`src/verilog/mips_config.svh`:
```
// MIPS core configuration

`ifndef MIPS_CONFIG_SVH
`define MIPS_CONFIG_SVH

// Data path and address width.
`define MIPS_XLEN 32

// Instruction memory depth in words.
`define MIPS_IMEM_WORDS 64

// Architectural register count.
`define MIPS_NREGS 32

`endif

```
`src/verilog/mips_pkg.sv`:
```
// MIPS core types

package mips_pkg;

    // Primary opcode field, instr[31:26].
    typedef enum logic [5:0] {
        R_TYPE = 6'h00,
        J      = 6'h02,
        BEQ    = 6'h04,
        ADDI   = 6'h08,
        LW     = 6'h23,
        SW     = 6'h2b
    } opcode_e;

    // Function field of R-type words, instr[5:0].
    typedef enum logic [5:0] {
        ADD = 6'h20,
        SUB = 6'h22,
        AND = 6'h24,
        OR  = 6'h25,
        SLT = 6'h2a
    } funct_e;

    // Operation requested from the ALU.
    typedef enum logic [2:0] {
        ALU_ADD = 3'd0,
        ALU_SUB = 3'd1,
        ALU_AND = 3'd2,
        ALU_OR  = 3'd3,
        ALU_SLT = 3'd4
    } alu_op_e;

endpackage

```
`src/verilog/mips_ctrl_if.sv`:
```
// Control bundle interface

`timescale 1ns/1ns
`include "mips_config.svh"

interface mips_ctrl_if;

    mips_pkg::alu_op_e      alu_op;
    logic                   alu_src;      // Immediate as operand B.
    logic                   reg_dst_rd;   // R-type destination.
    logic                   branch;
    logic                   jump;
    logic                   mem_read;
    logic                   mem_write;
    logic                   mem_to_reg;
    logic                   reg_write;
    logic [`MIPS_XLEN-1:0]  sign_imm;
    logic [25:0]            jump_target;
    logic [4:0]             dest_reg;     // Already muxed rt/rd.

    modport decoder (
        output alu_op, alu_src, reg_dst_rd, branch, jump, mem_read, mem_write,
               mem_to_reg, reg_write, sign_imm, jump_target, dest_reg
    );

    modport exec (
        input  alu_op, alu_src, branch, jump, mem_read, mem_write,
               mem_to_reg, reg_write, sign_imm, jump_target, dest_reg
    );

endinterface

```
`src/verilog/mips_fetch.sv`:
```
// Program counter and instruction memory

`timescale 1ns/1ns
`include "mips_config.svh"

module mips_fetch (
    input  logic                                  clk,
    input  logic                                  reset_i,
    input  logic                                  stall_i,
    input  logic [`MIPS_XLEN-1:0]                 next_pc_i,
    input  logic                                  imem_we_i,
    input  logic [$clog2(`MIPS_IMEM_WORDS)-1:0]   imem_addr_i,
    input  logic [31:0]                           imem_data_i,
    output logic [31:0]                           instr_o,
    output logic [`MIPS_XLEN-1:0]                 pc_plus4_o
);

    localparam int IMEM_AW = $clog2(`MIPS_IMEM_WORDS);

    logic [`MIPS_XLEN-1:0] pc_q;
    logic [31:0]           imem [0:`MIPS_IMEM_WORDS-1];

    // PC holds while a bus cycle is pending.
    always_ff @(posedge clk) begin
        if (reset_i) begin
            pc_q <= '0;
        end else if (!stall_i) begin
            pc_q <= next_pc_i;
        end
    end

    // Load port.
    always_ff @(posedge clk) begin
        if (imem_we_i) begin
            imem[imem_addr_i] <= imem_data_i;
        end
    end

    assign instr_o    = imem[pc_q[IMEM_AW+1:2]];  // Word addressed.
    assign pc_plus4_o = pc_q + `MIPS_XLEN'd4;

    // Branch and jump targets from execute must keep the PC on a word boundary.
    pc_aligned_a : assert property (
        @(posedge clk) disable iff (reset_i)
        pc_q[1:0] == 2'b00
    );

endmodule

```
`src/verilog/mips_control.sv`:
```
// Instruction decoder and main control

`timescale 1ns/1ns
`include "mips_config.svh"

module mips_control (
    input  logic [31:0]          instr_i,
    mips_ctrl_if.decoder         ctrl
);

    localparam int RA_W = $clog2(`MIPS_NREGS);

    logic [5:0]      op_field;
    logic [5:0]      funct_field;
    logic [RA_W-1:0] rt_field;
    logic [RA_W-1:0] rd_field;
    logic [15:0]     imm_field;

    assign op_field    = instr_i[31:26];
    assign rt_field    = instr_i[20:16];
    assign rd_field    = instr_i[15:11];
    assign funct_field = instr_i[5:0];
    assign imm_field   = instr_i[15:0];

    assign ctrl.sign_imm    = {{(`MIPS_XLEN-16){imm_field[15]}}, imm_field};
    assign ctrl.jump_target = instr_i[25:0];
    assign ctrl.dest_reg    = ctrl.reg_dst_rd ? rd_field : rt_field;

    always_comb begin
        // Safe bundle, anything unknown falls through to this.
        ctrl.alu_op     = mips_pkg::ALU_ADD;
        ctrl.alu_src    = 1'b0;
        ctrl.reg_dst_rd = 1'b0;
        ctrl.branch     = 1'b0;
        ctrl.jump       = 1'b0;
        ctrl.mem_read   = 1'b0;
        ctrl.mem_write  = 1'b0;
        ctrl.mem_to_reg = 1'b0;
        ctrl.reg_write  = 1'b0;

        case (mips_pkg::opcode_e'(op_field))
            mips_pkg::R_TYPE: begin
                ctrl.reg_dst_rd = 1'b1;
                ctrl.reg_write  = 1'b1;
                case (mips_pkg::funct_e'(funct_field))
                    mips_pkg::ADD: ctrl.alu_op = mips_pkg::ALU_ADD;
                    mips_pkg::SUB: ctrl.alu_op = mips_pkg::ALU_SUB;
                    mips_pkg::AND: ctrl.alu_op = mips_pkg::ALU_AND;
                    mips_pkg::OR:  ctrl.alu_op = mips_pkg::ALU_OR;
                    mips_pkg::SLT: ctrl.alu_op = mips_pkg::ALU_SLT;
                    default:       ctrl.reg_write = 1'b0;  // Unsupported funct.
                endcase
            end
            mips_pkg::ADDI: begin
                ctrl.alu_src   = 1'b1;
                ctrl.reg_write = 1'b1;
            end
            mips_pkg::LW: begin
                ctrl.alu_src    = 1'b1;
                ctrl.mem_read   = 1'b1;
                ctrl.mem_to_reg = 1'b1;
                ctrl.reg_write  = 1'b1;
            end
            mips_pkg::SW: begin
                ctrl.alu_src   = 1'b1;
                ctrl.mem_write = 1'b1;
            end
            mips_pkg::BEQ: begin
                ctrl.alu_op = mips_pkg::ALU_SUB;  // Zero flag means equal.
                ctrl.branch = 1'b1;
            end
            mips_pkg::J: begin
                ctrl.jump = 1'b1;
            end
            default: begin
            end
        endcase
    end

endmodule

```
`src/verilog/mips_regfile.sv`:
```
// Register file

`timescale 1ns/1ns
`include "mips_config.svh"

module mips_regfile (
    input  logic                              clk,
    input  logic                              reset_i,
    input  logic [$clog2(`MIPS_NREGS)-1:0]    rs_addr_i,
    input  logic [$clog2(`MIPS_NREGS)-1:0]    rt_addr_i,
    input  logic                              wr_en_i,
    input  logic [$clog2(`MIPS_NREGS)-1:0]    wr_addr_i,
    input  logic [`MIPS_XLEN-1:0]             wr_data_i,
    output logic [`MIPS_XLEN-1:0]             rs_data_o,
    output logic [`MIPS_XLEN-1:0]             rt_data_o
);

    logic [`MIPS_XLEN-1:0] regs [0:`MIPS_NREGS-1];

    always_ff @(posedge clk) begin
        if (reset_i) begin
            for (int i = 0; i < `MIPS_NREGS; i++) begin
                regs[i] <= '0;
            end
        end else if (wr_en_i && (wr_addr_i != '0)) begin
            regs[wr_addr_i] <= wr_data_i;  // r0 never written.
        end
    end

    assign rs_data_o = (rs_addr_i == '0) ? '0 : regs[rs_addr_i];
    assign rt_data_o = (rt_addr_i == '0) ? '0 : regs[rt_addr_i];

    // Execute must hold writeback off while the core sits in reset.
    no_write_in_reset_a : assert property (
        @(posedge clk) reset_i |-> !wr_en_i
    );

endmodule

```
`src/verilog/mips_execute.sv`:
```
// ALU, next PC, bus master and writeback

`timescale 1ns/1ns
`include "mips_config.svh"

module mips_execute (
    input  logic                   clk,
    input  logic                   reset_i,
    mips_ctrl_if.exec              ctrl,
    input  logic [`MIPS_XLEN-1:0]  rs_data_i,
    input  logic [`MIPS_XLEN-1:0]  rt_data_i,
    input  logic [`MIPS_XLEN-1:0]  pc_plus4_i,
    input  logic [`MIPS_XLEN-1:0]  wb_dat_i,
    input  logic                   wb_ack_i,
    output logic [`MIPS_XLEN-1:0]  next_pc_o,
    output logic                   stall_o,
    output logic                   rf_wr_en_o,
    output logic [4:0]             rf_wr_addr_o,
    output logic [`MIPS_XLEN-1:0]  rf_wr_data_o,
    output logic                   wb_cyc_o,
    output logic                   wb_stb_o,
    output logic                   wb_we_o,
    output logic [`MIPS_XLEN-1:0]  wb_adr_o,
    output logic [`MIPS_XLEN-1:0]  wb_dat_o
);

    typedef enum logic {
        BUS_IDLE,
        BUS_WAIT
    } bus_state_e;

    bus_state_e            state_q;
    logic [`MIPS_XLEN-1:0] alu_b;
    logic [`MIPS_XLEN-1:0] alu_result;
    logic                  alu_zero;
    logic [`MIPS_XLEN-1:0] branch_target;
    logic [`MIPS_XLEN-1:0] jump_addr;
    logic                  mem_op;
    logic [`MIPS_XLEN-1:0] adr_q;
    logic [`MIPS_XLEN-1:0] dat_q;
    logic                  we_q;

    // ALU.
    assign alu_b = ctrl.alu_src ? ctrl.sign_imm : rt_data_i;

    always_comb begin
        case (ctrl.alu_op)
            mips_pkg::ALU_ADD: alu_result = rs_data_i + alu_b;
            mips_pkg::ALU_SUB: alu_result = rs_data_i - alu_b;
            mips_pkg::ALU_AND: alu_result = rs_data_i & alu_b;
            mips_pkg::ALU_OR:  alu_result = rs_data_i | alu_b;
            mips_pkg::ALU_SLT: alu_result = {{(`MIPS_XLEN-1){1'b0}},
                                             $signed(rs_data_i) < $signed(alu_b)};
            default:           alu_result = '0;
        endcase
    end

    assign alu_zero = (alu_result == '0);

    // Next PC.
    assign branch_target = pc_plus4_i + (ctrl.sign_imm << 2);
    assign jump_addr     = {pc_plus4_i[`MIPS_XLEN-1:28], ctrl.jump_target, 2'b00};

    always_comb begin
        if (ctrl.jump) begin
            next_pc_o = jump_addr;
        end else if (ctrl.branch && alu_zero) begin
            next_pc_o = branch_target;
        end else begin
            next_pc_o = pc_plus4_i;
        end
    end

    // Wishbone classic master.
    assign mem_op   = (ctrl.mem_read | ctrl.mem_write) & !reset_i;
    assign stall_o  = mem_op & !wb_ack_i;  // Wait for ack.
    assign wb_cyc_o = mem_op;
    assign wb_stb_o = mem_op;

    always_ff @(posedge clk) begin
        if (reset_i) begin
            state_q <= BUS_IDLE;
        end else begin
            case (state_q)
                BUS_IDLE: if (mem_op && !wb_ack_i) state_q <= BUS_WAIT;
                BUS_WAIT: if (wb_ack_i) state_q <= BUS_IDLE;
                default:  state_q <= BUS_IDLE;
            endcase
        end
    end

    // Request captured on the first cycle, driven from here while waiting.
    always_ff @(posedge clk) begin
        if (state_q == BUS_IDLE) begin
            adr_q <= alu_result;
            dat_q <= rt_data_i;
            we_q  <= ctrl.mem_write;
        end
    end

    assign wb_adr_o = (state_q == BUS_WAIT) ? adr_q : alu_result;
    assign wb_dat_o = (state_q == BUS_WAIT) ? dat_q : rt_data_i;
    assign wb_we_o  = mem_op & ((state_q == BUS_WAIT) ? we_q : ctrl.mem_write);

    // Writeback lands on the same edge as the PC update.
    assign rf_wr_en_o   = ctrl.reg_write & !stall_o & !reset_i;
    assign rf_wr_addr_o = ctrl.dest_reg;
    assign rf_wr_data_o = ctrl.mem_to_reg ? wb_dat_i : alu_result;

    // Request stays up with cyc until the slave acks.
    stb_held_a : assert property (
        @(posedge clk) disable iff (reset_i)
        (wb_stb_o && !wb_ack_i) |=> (wb_stb_o && wb_cyc_o)
    );

    // Stalled fetch and register file must keep the request address steady.
    adr_stable_a : assert property (
        @(posedge clk) disable iff (reset_i)
        (state_q == BUS_WAIT) |-> (alu_result == wb_adr_o)
    );

endmodule

```
`src/verilog/mips_top.sv`:
```
// MIPS single cycle core

`timescale 1ns/1ns
`include "mips_config.svh"

module mips_top (
    input  logic                                 clk,
    input  logic                                 reset_i,
    input  logic                                 imem_we_i,
    input  logic [$clog2(`MIPS_IMEM_WORDS)-1:0]  imem_addr_i,
    input  logic [31:0]                          imem_data_i,
    input  logic [`MIPS_XLEN-1:0]                wb_dat_i,
    input  logic                                 wb_ack_i,
    output logic                                 wb_cyc_o,
    output logic                                 wb_stb_o,
    output logic                                 wb_we_o,
    output logic [`MIPS_XLEN-1:0]                wb_adr_o,
    output logic [`MIPS_XLEN-1:0]                wb_dat_o
);

    logic [31:0]           instr;
    logic [`MIPS_XLEN-1:0] pc_plus4;
    logic [`MIPS_XLEN-1:0] next_pc;
    logic                  stall;
    logic [`MIPS_XLEN-1:0] rs_data;
    logic [`MIPS_XLEN-1:0] rt_data;
    logic                  rf_wr_en;
    logic [4:0]            rf_wr_addr;
    logic [`MIPS_XLEN-1:0] rf_wr_data;

    mips_ctrl_if ctrl_if ();

    mips_fetch u_fetch (
        .clk         (clk),
        .reset_i     (reset_i),
        .stall_i     (stall),
        .next_pc_i   (next_pc),
        .imem_we_i   (imem_we_i),
        .imem_addr_i (imem_addr_i),
        .imem_data_i (imem_data_i),
        .instr_o     (instr),
        .pc_plus4_o  (pc_plus4)
    );

    mips_control u_control (
        .instr_i (instr),
        .ctrl    (ctrl_if.decoder)
    );

    mips_regfile u_regfile (
        .clk       (clk),
        .reset_i   (reset_i),
        .rs_addr_i (instr[25:21]),
        .rt_addr_i (instr[20:16]),
        .wr_en_i   (rf_wr_en),
        .wr_addr_i (rf_wr_addr),
        .wr_data_i (rf_wr_data),
        .rs_data_o (rs_data),
        .rt_data_o (rt_data)
    );

    mips_execute u_execute (
        .clk          (clk),
        .reset_i      (reset_i),
        .ctrl         (ctrl_if.exec),
        .rs_data_i    (rs_data),
        .rt_data_i    (rt_data),
        .pc_plus4_i   (pc_plus4),
        .wb_dat_i     (wb_dat_i),
        .wb_ack_i     (wb_ack_i),
        .next_pc_o    (next_pc),
        .stall_o      (stall),
        .rf_wr_en_o   (rf_wr_en),
        .rf_wr_addr_o (rf_wr_addr),
        .rf_wr_data_o (rf_wr_data),
        .wb_cyc_o     (wb_cyc_o),
        .wb_stb_o     (wb_stb_o),
        .wb_we_o      (wb_we_o),
        .wb_adr_o     (wb_adr_o),
        .wb_dat_o     (wb_dat_o)
    );

endmodule

```
`config.mk`:
```
export PLATFORM = sky130hd
export DESIGN_NAME = mips_top
export DESIGN_NICKNAME = d
export VERILOG_FILES = /design/src/verilog/mips_pkg.sv /design/src/verilog/mips_ctrl_if.sv /design/src/verilog/mips_fetch.sv /design/src/verilog/mips_control.sv /design/src/verilog/mips_regfile.sv /design/src/verilog/mips_execute.sv /design/src/verilog/mips_top.sv
export VERILOG_INCLUDE_DIRS = /design/src /design/src/verilog
export SDC_FILE = /design/constraint.sdc
export NUM_CORES = 2
export LEC_CHECK = 0
export BUFFER_PORTS_ARGS = -buffer_cell sky130_fd_sc_hd__buf_4
export CELL_PAD_IN_SITES_DETAIL_PLACEMENT = 1
export CELL_PAD_IN_SITES_GLOBAL_PLACEMENT = 1
export CORE_UTILIZATION = 40
export DETAILED_ROUTE_END_ITERATION = 7
export MAX_ROUTING_LAYER = met4
export PLACE_DENSITY_LB_ADDON = 0.2
export SLEW_MARGIN = 10
export SYNTH_ARGS = -nofsm -noshare
export SYNTH_HDL_FRONTEND = slang
export SYNTH_SLANG_ARGS = --single-unit
```
`constraint.sdc`:
```
create_clock -name clk -period 13 [get_ports clk]
set_input_delay 2.6 -clock clk [delete_from_list [all_inputs] [get_ports clk]]
set_output_delay 2.6 -clock clk [all_outputs]
set_load 0.005 [all_outputs]
```
==> run_results.csv <==
group,metric,value,unit
outcome,status,"complete, no violations",
final_layout,final_util,45.92,%
worst_setup_path,cp-end-kind,"primary output",
worst_setup_path,arrival,10.12,ns
cts,cts_max_path_buffers,4,
final_layout,final_common_cell,"edfxtp_1",
placement,dp_hpwl,279400,um
synthesis,synth-seq-cells,3150,
sta,rsz0062_at_grt,"no",
floorplanning,initial_core_util,40.25,%
synthesis,synth-seq-area-share,67.21,%
worst_setup_path,path_class,"flip-flop to primary output",
floorplanning,rows,216,
placement,gp_congestion,0.8988,
synthesis,synth-edff-count,3072,
floorplanning,die_height,592.7,um
sta,fin_tns_setup,0,ns
min_path,hold_class,"flip-flop to flip-flop",
routing,wl,483800,um
floorplanning,die_x,592.7,um
cts,clock-sinks,3150,
sta,setup_viol,0,
cts,cts.clk_slew.worst_paths,0.06,ns
routing,vias_per_cell,6.206,
cts,clock_tree.root_cell,"clkbuf_16",
routing,drc,0,
final_layout,fillers,32670,
grt,grt_max_degree,110,
synthesis,yosysWarnings,0,
placement,placed_area,0.1476,sq mm
synthesis,synth_top_flop_cell,"edfxtp_1",
cts,cts-htree-levels,5,
pwr,ir_drop,429.1,uV
grt,grt_first_pass_wirelength,668100,um
job,cap_violations,0,
routing,route.vias.total,82260,
grt,first_global_vias,84240,
sta,fin_skew,0.07360,ns
synthesis,synthArstFlopShare,0,%
final_layout,area_delta_synth_final,14.07,%
floorplanning,dieArea,0.3513,sq mm
routing,firstDrtPassIters,6,
cts,cts_made_buffers,347,
sta,final.min_clock_period,12.72,ns
routing,drt_iter0_drc,9626,
floorplanning,core-area,0.3467,sq mm
synthesis,synth_cell_type_count,103,
grt,antenna_found_initial,22,
sta,slew_headroom,16.06,%
synthesis,avgSynthCellArea,17.13,sq um
pwr,leakagePower,52.54,nW
cts,clk_latency,0.98,ns
synthesis,synth_area,0.1396,sq mm
final_layout,layout.nets,8562,
sta,fmax,78.63,MHz
pwr,powerDensity,225.0,mW/mm^2
synthesis,syn_inst,8148,
grt,track_usage,28.03,%
sta,worst_pin_slew,1.252,ns
grt,gr-total-overflow,0,
worst_setup_path,worstSetupStartpointType,"flip-flop",
cts,cts_tree,"yes",
routing,ant_nets,0,
sta,post-route-period-util,97.83,%
final_layout,design_area,0.1592,sq mm
final_layout,layout_common_cells,"edfxtp_1, nor2_1, mux4_2",
final_layout,layout-drive-gt1-share,26.76,%
placement,numPortBuffers,140,
worst_setup_path,worstPathRequired,10.40,ns
routing,wl_per_cell,36.50,um
sta,finalMaxSlewViolations,0,
worst_setup_path,cp_max_fo,34,
pwr,fin_total_pwr,35.83,mW
floorplanning,ios,141,
sta,hold_violations,0,
-- synthesized netlist by cell type (17+ instances only) --
cell	number	area, sq um
edfxtp_1	3072	92250
nor2_1	1197	4493
mux4_2	994	22390
mux2i_1	427	4274
clkbuf_1	384	1441
nand2_1	302	1134
a21oi_1	170	850.8
buf_2	148	740.7
a211oi_1	147	1104
o21ai_0	121	605.6
inv_1	111	416.7
a22oi_1	107	803.3
ha_1	107	1339
mux2_2	107	1205
nor2b_1	86	538.0
dfxtp_1	78	1562
buf_1	56	210.2
nand3_1	45	225.2
o31ai_1	41	307.8
a21o_1	33	247.7
buf_4	31	232.7
nor3_1	29	145.1
o22ai_1	29	181.4
a22o_1	17	148.9
-- through the flow --
step / hold WS [ns] / worst slack, ns / cells
after CTS: 0.4719 / 0.001987 / 13230
after detailed placement: 0.4554 / 0.6468 / 12570
after floorplan: 0.4196 / 2.315 / 8179
final: 0.4736 / 0.2815 / 13260
after global routing: 0.4923 / 0.01451 / 13250
after global placement: 0.4540 / 0.6301 / 12570
-- logic make-up after synthesis --
logic type               Yosys count  share of synthesized area, %
other                              1                      0.002687
AND/OR/NAND/NOR                 1772                         5.348
multiplexers                    1531                         20.00
buffers and inverters            752                         2.348
AO/OA/AOI/OAI                    816                         3.986
adder cells (fa/ha/maj)          110                         1.002
flip-flops                      3150                         67.21
XOR/XNOR                          16                        0.1004
-- cell type report --
cell class / count / area [sq um] / share of cell area [%]
Sequential cell: 3150 / 93830 / 58.93
Multi-Input combinational cell: 4283 / 44040 / 27.66
Clock buffer: 444 / 9194 / 5.774
Tap cell: 4578 / 5728 / 3.598
Timing Repair Buffer: 481 / 4244 / 2.666
Clock inverter: 189 / 1705 / 1.071
Inverter: 115 / 431.7 / 0.2711
Antenna cell: 16 / 40.04 / 0.02515
-- routing by layer --
layer | part of all wire [%] | global-route usage, %
met1 | 40 | 36.53
met3 | 7.3 | 3.807
met2 | 49 | 45.04
met4 | 4.2 | 10.30
met5 | 0 | -
-- flip-flops by register name (all words and copies together), names as in the netlist, named ones only --
register and count:
u_fetch.imem 2048, u_execute.dat_q 32, u_execute.adr_q 32, u_execute.state_q 1, u_fetch.pc_q 6, u_execute.we_q 1
u_regfile.regs 1024
-- worst max-delay path, stage by stage, from the launching register on --
cell and delay [ns]:
dfxtp_4 0.43, buf_12 0.24, bufbuf_16 0.41, buf_12 0.27, mux4_2 0.54, mux4_2 0.55
mux4_4 0.94, buf_4 0.48, a211oi_1 0.72, a21oi_1 0.32, nor2_1 0.36, ha_1 0.27
nor2b_1 0.14, o21ai_0 0.10, a21oi_1 0.32, nor2_1 0.17, o2111a_1 0.21, or4_1 0.63
o2bb2ai_1 0.31, a211oi_1 0.35, nor2_1 0.10, o311a_1 0.35, a221o_1 0.38, mux2_2 0.31
buf_4 0.14
-- power by group --
group	internal, mW	leakage (nW)	switching (mW)	total [mW]
Sequential	11.4	29.6	0.129	11.6
Combinational	4.94	17.6	9.69	14.6
Clock	5.48	5.35	4.16	9.64
-- worst paths after layout --
check | startpoint | end | slack (ns) | depth (start not counted)
setup / recovery | flip-flop | wb_adr_o[0] | 0.28 | 24
hold / removal | u_execute.dat_q[30]$_DFF_P_ | u_execute.dat_q[30]$_DFF_P_ | 0.47 | 2
setup reg to reg | flip-flop | flip-flop | 1.88 | 33
hold reg to reg | u_execute.dat_q[30]$_DFF_P_ | u_execute.dat_q[30]$_DFF_P_ | 0.47 | 2
-- repair_timing --
item                       CTS  global route
cloned                       4             4
gates resized for setup     23            19
hold buffers                 0             0
pin swaps                    0             1
buffers inserted            16             9
setup endpoints to repair   11             9
No activity file was read; power rests on OpenSTA's default activity.
